--- src/audio_pkg.sv ---
`default_nettype none

package audio_pkg;

    // ========================================
    // Voice count and sample formats
    // ========================================

    localparam int NUM_VOICES = 4; // Mixer adder is written for four voices.

    typedef logic signed [15:0] sample_t;   // One audio sample.
    typedef logic signed [19:0] mix_sum_t;  // Sum of all voices with headroom.

    // Voice 3 in the top bits, voice 0 at the bottom.
    typedef struct packed {
        sample_t voice3;
        sample_t voice2;
        sample_t voice1;
        sample_t voice0;
    } sample_vec_t;

    localparam sample_t SQUARE_AMP = 16'sh2000; // Square wave peak.

endpackage

`default_nettype wire

--- src/voice_pkg.sv ---
`default_nettype none

package voice_pkg;

    // ========================================
    // Voice control types
    // ========================================

    localparam int PHASE_W = 16;

    typedef logic [PHASE_W-1:0] phase_t; // Phase and phase step.
    typedef logic [1:0]         voice_idx_t;

    typedef enum logic {
        WAVE_SAW    = 1'b0,
        WAVE_SQUARE = 1'b1
    } waveform_t;

    // Note command, 20 bits.
    typedef struct packed {
        voice_idx_t voice;    // Target voice.
        logic       key_on;   // Zero releases the voice.
        waveform_t  waveform;
        phase_t     step;     // Phase step per sample.
    } note_cmd_t;

endpackage

`default_nettype wire
--- src/polyphony_mixer.sv ---
`timescale 1ns/100ps
`default_nettype none

module polyphony_mixer
    import audio_pkg::*;
(
    input  wire logic        clk,
    input  wire logic        reset,
    input  wire logic [7:0]  attenuation,   // 0 is full level.
    input  wire sample_vec_t voices,
    input  wire logic        samples_ready,
    output sample_t          sample,
    output logic             sample_ready
);

    localparam logic [2:0] MIXER_LAST = 3'd7; // Result ready in this state.
    localparam int         PROD_W     = 29;   // 9-bit by 20-bit signed product.

    mix_sum_t                 sum_next;
    mix_sum_t                 sum_r;
    mix_sum_t                 shift_r;
    logic [7:0]               atten_r;
    logic signed [PROD_W-1:0] prod_r;
    logic signed [PROD_W-1:0] diff;
    logic [2:0]               state;
    logic                     accept;

    // ========================================
    // Control
    // ========================================

    assign accept = samples_ready && (state == 3'd0); // Busy strobes are dropped.

    always_ff @(posedge clk) begin
        if (reset) begin
            state        <= 3'd0;
            sample_ready <= 1'b0;
        end else begin
            sample_ready <= (state == MIXER_LAST); // Eight cycles after accept.
            if (state == 3'd0) begin
                if (accept) begin
                    state <= 3'd1;
                end
            end else begin
                state <= state + 3'd1; // State 7 wraps back to idle.
            end
        end
    end

    // ========================================
    // Arithmetic pipeline
    // ========================================

    // Sign-extended sum of all four voices.
    assign sum_next = mix_sum_t'(voices.voice0) + mix_sum_t'(voices.voice1)
                    + mix_sum_t'(voices.voice2) + mix_sum_t'(voices.voice3);

    assign diff = PROD_W'(sum_r) - prod_r;

    // Stage 1. Sum and attenuation held for the whole pass.
    always_ff @(posedge clk) begin
        if (accept) begin
            sum_r   <= sum_next;
            atten_r <= attenuation;
        end
    end

    // Stages 2 and 3 run freely off the held operands.
    always_ff @(posedge clk) begin
        shift_r <= sum_r >>> 8; // Sum over 256.
        prod_r  <= PROD_W'($signed({1'b0, atten_r})) * PROD_W'(shift_r);
    end

    // Stage 4. Output updates only with the strobe.
    always_ff @(posedge clk) begin
        if (reset) begin
            sample <= '0;
        end else if (state == MIXER_LAST) begin
            sample <= diff[15:0]; // Truncated to 16 bits.
        end
    end

endmodule

`default_nettype wire

--- src/pwm_dac.sv ---
`timescale 1ns/100ps
`default_nettype none

module pwm_dac
    import audio_pkg::*;
#(
    parameter int PWM_BITS = 8 // Frame is 2^PWM_BITS cycles.
) (
    input  wire logic    clk,
    input  wire logic    reset,
    input  wire sample_t sample,
    input  wire logic    sample_ready,
    output logic         pwm_out
);

    localparam int                  SAMPLE_W  = $bits(sample_t);
    localparam logic [PWM_BITS-1:0] SIGN_FLIP = PWM_BITS'(1) << (PWM_BITS - 1);
    localparam logic [PWM_BITS-1:0] CNT_LAST  = '1;

    sample_t             latest;
    sample_t             sample_r;
    logic [PWM_BITS-1:0] frame_cnt;
    logic [PWM_BITS-1:0] duty;
    logic [PWM_BITS-1:0] duty_next;

    assign latest    = sample_ready ? sample : sample_r; // Newest value wins.
    assign duty_next = latest[SAMPLE_W-1 -: PWM_BITS] ^ SIGN_FLIP; // Offset binary.

    always_ff @(posedge clk) begin
        if (reset) begin
            frame_cnt <= '0;
            duty      <= '0;
            sample_r  <= '0;
        end else begin
            frame_cnt <= frame_cnt + 1'b1; // Free running.
            if (sample_ready) begin
                sample_r <= sample;
            end
            // Duty only changes between frames.
            if (frame_cnt == CNT_LAST) begin
                duty <= duty_next;
            end
        end
    end

    assign pwm_out = (frame_cnt < duty);

endmodule

`default_nettype wire

--- src/synth_top.sv ---
`timescale 1ns/100ps
`default_nettype none

module synth_top
    import audio_pkg::*;
    import voice_pkg::*;
#(
    parameter int SAMPLE_DIV = 16, // At least 9 so the mixer keeps up.
    parameter int PWM_BITS   = 8
) (
    input  wire logic       clk,
    input  wire logic       reset,
    input  wire note_cmd_t  note_cmd,
    input  wire logic       note_cmd_valid,
    input  wire logic [7:0] attenuation,
    output sample_t         sample,
    output logic            sample_ready,
    output logic            pwm_out
);

    sample_vec_t voices;
    logic        samples_ready;

    voice_bank #(
        .SAMPLE_DIV (SAMPLE_DIV)
    ) bank_i (
        .clk            (clk),
        .reset          (reset),
        .note_cmd       (note_cmd),
        .note_cmd_valid (note_cmd_valid),
        .voices         (voices),
        .samples_ready  (samples_ready)
    );

    polyphony_mixer mixer_i (
        .clk           (clk),
        .reset         (reset),
        .attenuation   (attenuation),
        .voices        (voices),
        .samples_ready (samples_ready),
        .sample        (sample),
        .sample_ready  (sample_ready)
    );

    // Mixed sample also drives the 1-bit output.
    pwm_dac #(
        .PWM_BITS (PWM_BITS)
    ) dac_i (
        .clk          (clk),
        .reset        (reset),
        .sample       (sample),
        .sample_ready (sample_ready),
        .pwm_out      (pwm_out)
    );

endmodule

`default_nettype wire

--- src/voice_bank.sv ---
`timescale 1ns/100ps
`default_nettype none

module voice_bank
    import audio_pkg::*;
    import voice_pkg::*;
#(
    parameter int SAMPLE_DIV = 16 // Clock cycles per sample period.
) (
    input  wire logic      clk,
    input  wire logic      reset,
    input  wire note_cmd_t note_cmd,
    input  wire logic      note_cmd_valid,
    output sample_vec_t    voices,
    output logic           samples_ready
);

    // ========================================
    // Sample tick divider
    // ========================================

    localparam int               CNT_W    = $clog2(SAMPLE_DIV);
    localparam logic [CNT_W-1:0] CNT_LAST = CNT_W'(SAMPLE_DIV - 1);

    logic [CNT_W-1:0] div_cnt;
    logic             tick;
    sample_t          osc_sample [NUM_VOICES];

    assign tick = (div_cnt == CNT_LAST); // Last cycle of the period.

    always_ff @(posedge clk) begin
        if (reset) begin
            div_cnt       <= '0;
            samples_ready <= 1'b0;
        end else begin
            div_cnt       <= tick ? '0 : div_cnt + 1'b1;
            samples_ready <= tick; // High with the new samples.
        end
    end

    // ========================================
    // Command decode and oscillators
    // ========================================

    for (genvar i = 0; i < NUM_VOICES; i++) begin : g_voice
        logic load;

        // One load per voice, picked by the command's index.
        assign load = note_cmd_valid && (note_cmd.voice == voice_idx_t'(i));

        voice_osc osc_i (
            .clk      (clk),
            .reset    (reset),
            .tick     (tick),
            .load     (load),
            .key_on   (note_cmd.key_on),
            .waveform (note_cmd.waveform),
            .step     (note_cmd.step),
            .sample   (osc_sample[i])
        );
    end

    // Gather the voices into the bus struct.
    always_comb begin
        voices.voice0 = osc_sample[0];
        voices.voice1 = osc_sample[1];
        voices.voice2 = osc_sample[2];
        voices.voice3 = osc_sample[3];
    end

endmodule

`default_nettype wire

--- src/voice_osc.sv ---
`timescale 1ns/100ps
`default_nettype none

module voice_osc
    import audio_pkg::*;
    import voice_pkg::*;
(
    input  wire logic      clk,
    input  wire logic      reset,
    input  wire logic      tick,     // One pulse per sample period.
    input  wire logic      load,     // Note command for this voice.
    input  wire logic      key_on,
    input  wire waveform_t waveform,
    input  wire phase_t    step,
    output sample_t        sample
);

    phase_t    step_r;
    waveform_t wave_r;
    logic      key_r;
    phase_t    phase_r;

    // Voice state with any command of this cycle applied.
    logic      key_eff;
    phase_t    step_eff;
    waveform_t wave_eff;
    phase_t    phase_eff;
    sample_t   shaped;

    // A command lands before a tick of the same cycle.
    always_comb begin
        key_eff   = key_r;
        step_eff  = step_r;
        wave_eff  = wave_r;
        phase_eff = phase_r;
        if (load) begin
            key_eff = key_on; // Key off keeps phase, step and waveform.
            if (key_on) begin
                step_eff  = step;
                wave_eff  = waveform;
                phase_eff = '0; // Restart the cycle.
            end
        end
    end

    // Waveform shaper.
    always_comb begin
        if (wave_eff == WAVE_SQUARE) begin
            shaped = phase_eff[PHASE_W-1] ? -SQUARE_AMP : SQUARE_AMP;
        end else begin
            shaped = sample_t'(phase_eff - 16'h8000); // Saw centred on zero.
        end
    end

    always_ff @(posedge clk) begin
        if (reset) begin
            key_r  <= 1'b0;
            sample <= '0;
        end else begin
            key_r <= key_eff;
            if (tick) begin
                sample <= key_eff ? shaped : '0; // Released voice is silent.
            end
        end
    end

    always_ff @(posedge clk) begin
        step_r  <= step_eff;
        wave_r  <= wave_eff;
        phase_r <= (tick && key_eff) ? phase_eff + step_eff : phase_eff; // Wraps mod 2^16.
    end

endmodule

`default_nettype wire

--- config.mk ---
export PLATFORM = sky130hd
export DESIGN_NAME = synth_top
export DESIGN_NICKNAME = d
export VERILOG_FILES = /design/src/audio_pkg.sv /design/src/voice_pkg.sv /design/src/polyphony_mixer.sv /design/src/pwm_dac.sv /design/src/synth_top.sv /design/src/voice_bank.sv /design/src/voice_osc.sv
export SDC_FILE = /design/constraint.sdc
export NUM_CORES = 1
export LEC_CHECK = 0
export ABC_AREA = 1
export BUFFER_PORTS_ARGS = -buffer_cell sky130_fd_sc_hd__clkbuf_2
export CORE_AREA = 2 2 195 197
export CTS_CLUSTER_DIAMETER = 40
export DETAILED_ROUTE_END_ITERATION = 10
export DIE_AREA = 0 0 197 199
export GPL_ROUTABILITY_DRIVEN = 1
export HOLD_SLACK_MARGIN = 0.12
export PLACE_DENSITY = 0.81
export SLEW_MARGIN = 20
export SYNTH_ARGS = -nofsm -noshare
export SYNTH_HDL_FRONTEND = slang
export SYNTH_SLANG_ARGS = --single-unit
--- constraint.sdc ---
create_clock -name clk -period 3.8 [get_ports clk]
set_input_delay 0.38 -clock clk [delete_from_list [all_inputs] [get_ports clk]]
set_output_delay 0.38 -clock clk [all_outputs]
set_load 0.05 [all_outputs]
==> impl_metrics.json <==
{
  "outcome": "finished, violations left",
  "failed_checks": "setup timing",
  "portBuffers": 48,
  "final_util_pct": 62.9,
  "wl_met3_microns": 3490,
  "multi_input_area_sq_um": 11800,
  "n_antenna_cell": 0,
  "first_pass_iters": 7,
  "cts_max_level": 2,
  "cts_buffers": 48,
  "wl_met2_microns": 25700,
  "cp.buffers_inverters": 6,
  "synth-edff-count": 28,
  "grt_pass1_vias": 18300,
  "crit_type": "flop to flop",
  "vias": 18600,
  "grt_overflow": 0,
  "layout.cells.non_filler": 3490,
  "core_sq_um": 37100,
  "dieArea_sq_um": 39200,
  "critPathRequiredTime_ns": 4.26,
  "wl_per_cell_microns": 15.6,
  "postSynthAreaPerCell_sq_um": 7.05,
  "root_buffer": "clkbuf_16",
  "setup_viol": 5,
  "num_rows": 71,
  "final_layout_size_suffix_gt1_share_pct": 11.5,
  "cp.arrival_ns": 4.47,
  "peakVddDrop_v": 0.000453,
  "antenna_found_initial": 0,
  "max_freq_mhz": 249,
  "synthArstFlopShare_pct": 0,
  "hold_class": "input port to flop",
  "yosysTopAreaCell": "dfxtp_1",
  "drtIter0Drc": 1164,
  "initial_core_util_pct": 54.4,
  "ys.flop_type": "dfxtp_1",
  "track_usage_pct": 28.3,
  "cpPeakStageDelay_ns": 0.53,
  "period_needed_ns": 4.01,
  "finalNetCount": 3243,
  "seq_area_frac_synth_pct": 31.6,
  "fin_crit_sh_pct": 106,
  "cts.path.max_buffers": 3,
  "drc": 0,
  "power_density_nw_per_um2": 383,
  "cpLargestDelayFamily": "adder cells",
  "wl_met1_microns": 22600,
  "die_height_microns": 199,
  "cts_tree": "yes",
  "start_kind": "flop",
  "gp_congestion": 0.975,
  "tightest_slew_ns": 0.956,
  "grt_max_degree": 59,
  "path_max_fanout": 5,
  "insertion_delay_ns": 0.58,
  "cp_common_cell": "fa_1",
  "seq_area_sq_um": 6390,
  "yosys.area.top_type_share_pct": 27.4,
  "drv_cap": 0,
  "fin_area_sq_um": 23400,
  "wirelength_microns": 54400,
  "placed_area_sq_um": 21200,
  "nFillCells": 3162,
  "path_cells": "buf_6 > nand2_1 > inv_2 > fa_1 > inv_1 > fa_1 > inv_1 > fa_1 > inv_2 > fa_1 > inv_2 > ha_4 > nand2_1 > nor2_1 > nand2_1 > o2111ai_1 > xor2_1",
  "finalPower_uw": 8960,
  "hold_violations": 0,
  "syn_to_final_growth_pct": 15.6,
  "endpoint_kind": "flop",
  "ys_top_cells_by_count": "nand2_1, inv_1, dfxtp_1",
  "syn-num-nets": 3132,
  "slew_viol_final": 0,
  "ioPinCount": 49,
  "grt_pass1_wl_microns": 89100,
  "p_leak_uw": 0.0125,
  "dp_cells": 3372,
  "syn_inst": 2866,
  "top_layer": "met4",
  "finalWorstSetupSlack_ns": -0.213,
  "slew_headroom_pct": 36.2,
  "die_w_microns": 197,
  "synth_area_sq_um": 20200,
  "ys_warn_count": 0,
  "viasPerCell": 5.34,
  "dp_slack_ns": -0.164,
  "synthTopCellsByArea": "dfxtp_1, nand2_1, inv_1",
  "hpwl_microns": 40400,
  "yosysMostFrequentCell": "nand2_1",
  "cpMaxStageDelayCell": "fa_1",
  "rsz0062_at_grt": "yes",
  "ys_ff_latch": 305,
  "yosysUniqueCellTypes": 46,
  "ant_nets": 0,
  "clock_sinks": 305,
  "clk_pin_slew_worst_paths_ns": 0.06,
  "fin_skew_ns": 0.0331
}
==> worst paths after layout <==
kind | slack, ns | from | end | depth (start not counted)
setup / recovery | -0.21 | mixer_i.atten_r[3]$_DFFE_PP_ | mixer_i.prod_r[12]$_DFF_P_ | 17
setup reg to reg | -0.21 | mixer_i.atten_r[3]$_DFFE_PP_ | mixer_i.prod_r[12]$_DFF_P_ | 17
hold / removal | 0.27 | reset | bank_i.div_cnt[1]$_SDFF_PP0_ | 4
hold reg to reg | 0.34 | mixer_i.sum_r[19]$_DFFE_PP_ | mixer_i.shift_r[11]$_DFF_P_ | 0
==> cells in the final DEF, fill, tap and decap left out, types with 6 or more instances in the layout <==
| cell | count |
|---|---|
| a21oi_1 | 137 |
| a21oi_2 | 8 |
| and2_1 | 9 |
| buf_4 | 67 |
| buf_6 | 10 |
| clkbuf_16 | 48 |
| clkbuf_2 | 48 |
| clkinv_4 | 8 |
| clkinvlp_4 | 8 |
| dfxtp_1 | 273 |
| dlygate4sd3_1 | 8 |
| edfxtp_1 | 28 |
| fa_1 | 74 |
| fa_2 | 8 |
| ha_1 | 143 |
| ha_4 | 8 |
| inv_1 | 503 |
| inv_2 | 32 |
| inv_6 | 6 |
| nand2_1 | 830 |
| nand2_2 | 25 |
| nand3_1 | 148 |
| nand3_2 | 6 |
| nand3b_1 | 14 |
| nand4_1 | 31 |
| nor2_1 | 160 |
| nor2_4 | 6 |
| nor3_1 | 8 |
| o21ai_0 | 125 |
| o21ai_1 | 26 |
| o21ai_2 | 9 |
| o21bai_1 | 7 |
| o22ai_1 | 48 |
| or2_2 | 12 |
| xnor2_1 | 27 |
| xor2_1 | 38 |
==> through the flow <==
stage                     setup TNS, ns  hold slack, ns
after CTS                       -0.0606           0.224
after detailed placement         -0.774           0.334
after global placement           -0.189           0.329
final                            -0.344           0.265
after floorplan                 -0.0128           0.323
after global routing              -1.21           0.248
==> power breakdown <==
group	total, uW	internal [uW]	switching [uW]
Clock	4330	2610	1720
Sequential	3480	3430	58.0
Combinational	1150	387	759
==> sequential cells by signal, summed over array words and instances (netlist names), 12 cells and up <==
| register | count |
|---|---|
| bank_i.g_voice.osc_i.sample | 64 |
| mixer_i.shift_r | 12 |
| bank_i.g_voice.osc_i.step_r | 64 |
| mixer_i.sample | 16 |
| bank_i.g_voice.osc_i.phase_r | 64 |
| mixer_i.sum_r | 20 |
| mixer_i.prod_r | 16 |
==> repair_timing <==
| item | 4_1_cts | 5_1_grt |
|---|---|---|
| hold buffers | 8 | 0 |
| hold endpoints to repair | 8 | 0 |
| buffers inserted | 16 | 6 |
| pin swaps | 31 | 55 |
| endpoints found under the setup margin | 12 | 16 |
| resized for setup | 47 | 67 |
==> tightest hold or removal path, stage by stage <==
cell and delay [ns]:
clkbuf_2 0.13, inv_2 0.05, nand2_1 0.17, nor2_1 0.05
==> cell families after synthesis <==
| group | after synthesis | share of synthesized area, % |
|---|---|---|
| simple gates | 1268 | 26.0 |
| fa+ha+maj | 235 | 17.6 |
| xor+xnor | 65 | 2.82 |
| buf+inv | 609 | 11.6 |
| compound gates | 382 | 10.2 |
| mux | 2 | 0.0991 |
| flops | 305 | 31.6 |
==> routing by layer <==
| layer | vias to the layer above | global-route usage [%] |
|---|---|---|
| met4 | 0 | 13.0 |
| met3 | 160 | 4.66 |
| met5 | - | 0 |
| li1 | 9224 | - |
| met2 | 627 | 49.4 |
| met1 | 8623 | 34.2 |
==> final cells by class <==
type	instances	share of cell area [%]
Sequential cell	305	27.4
Timing Repair Buffer	134	4.07
Inverter	536	8.63
Multi-Input combinational cell	1952	50.5
Clock inverter	35	1.59
Clock buffer	54	5.28
Tap cell	474	2.54
No activity file was read; power rests on OpenSTA's default activity.
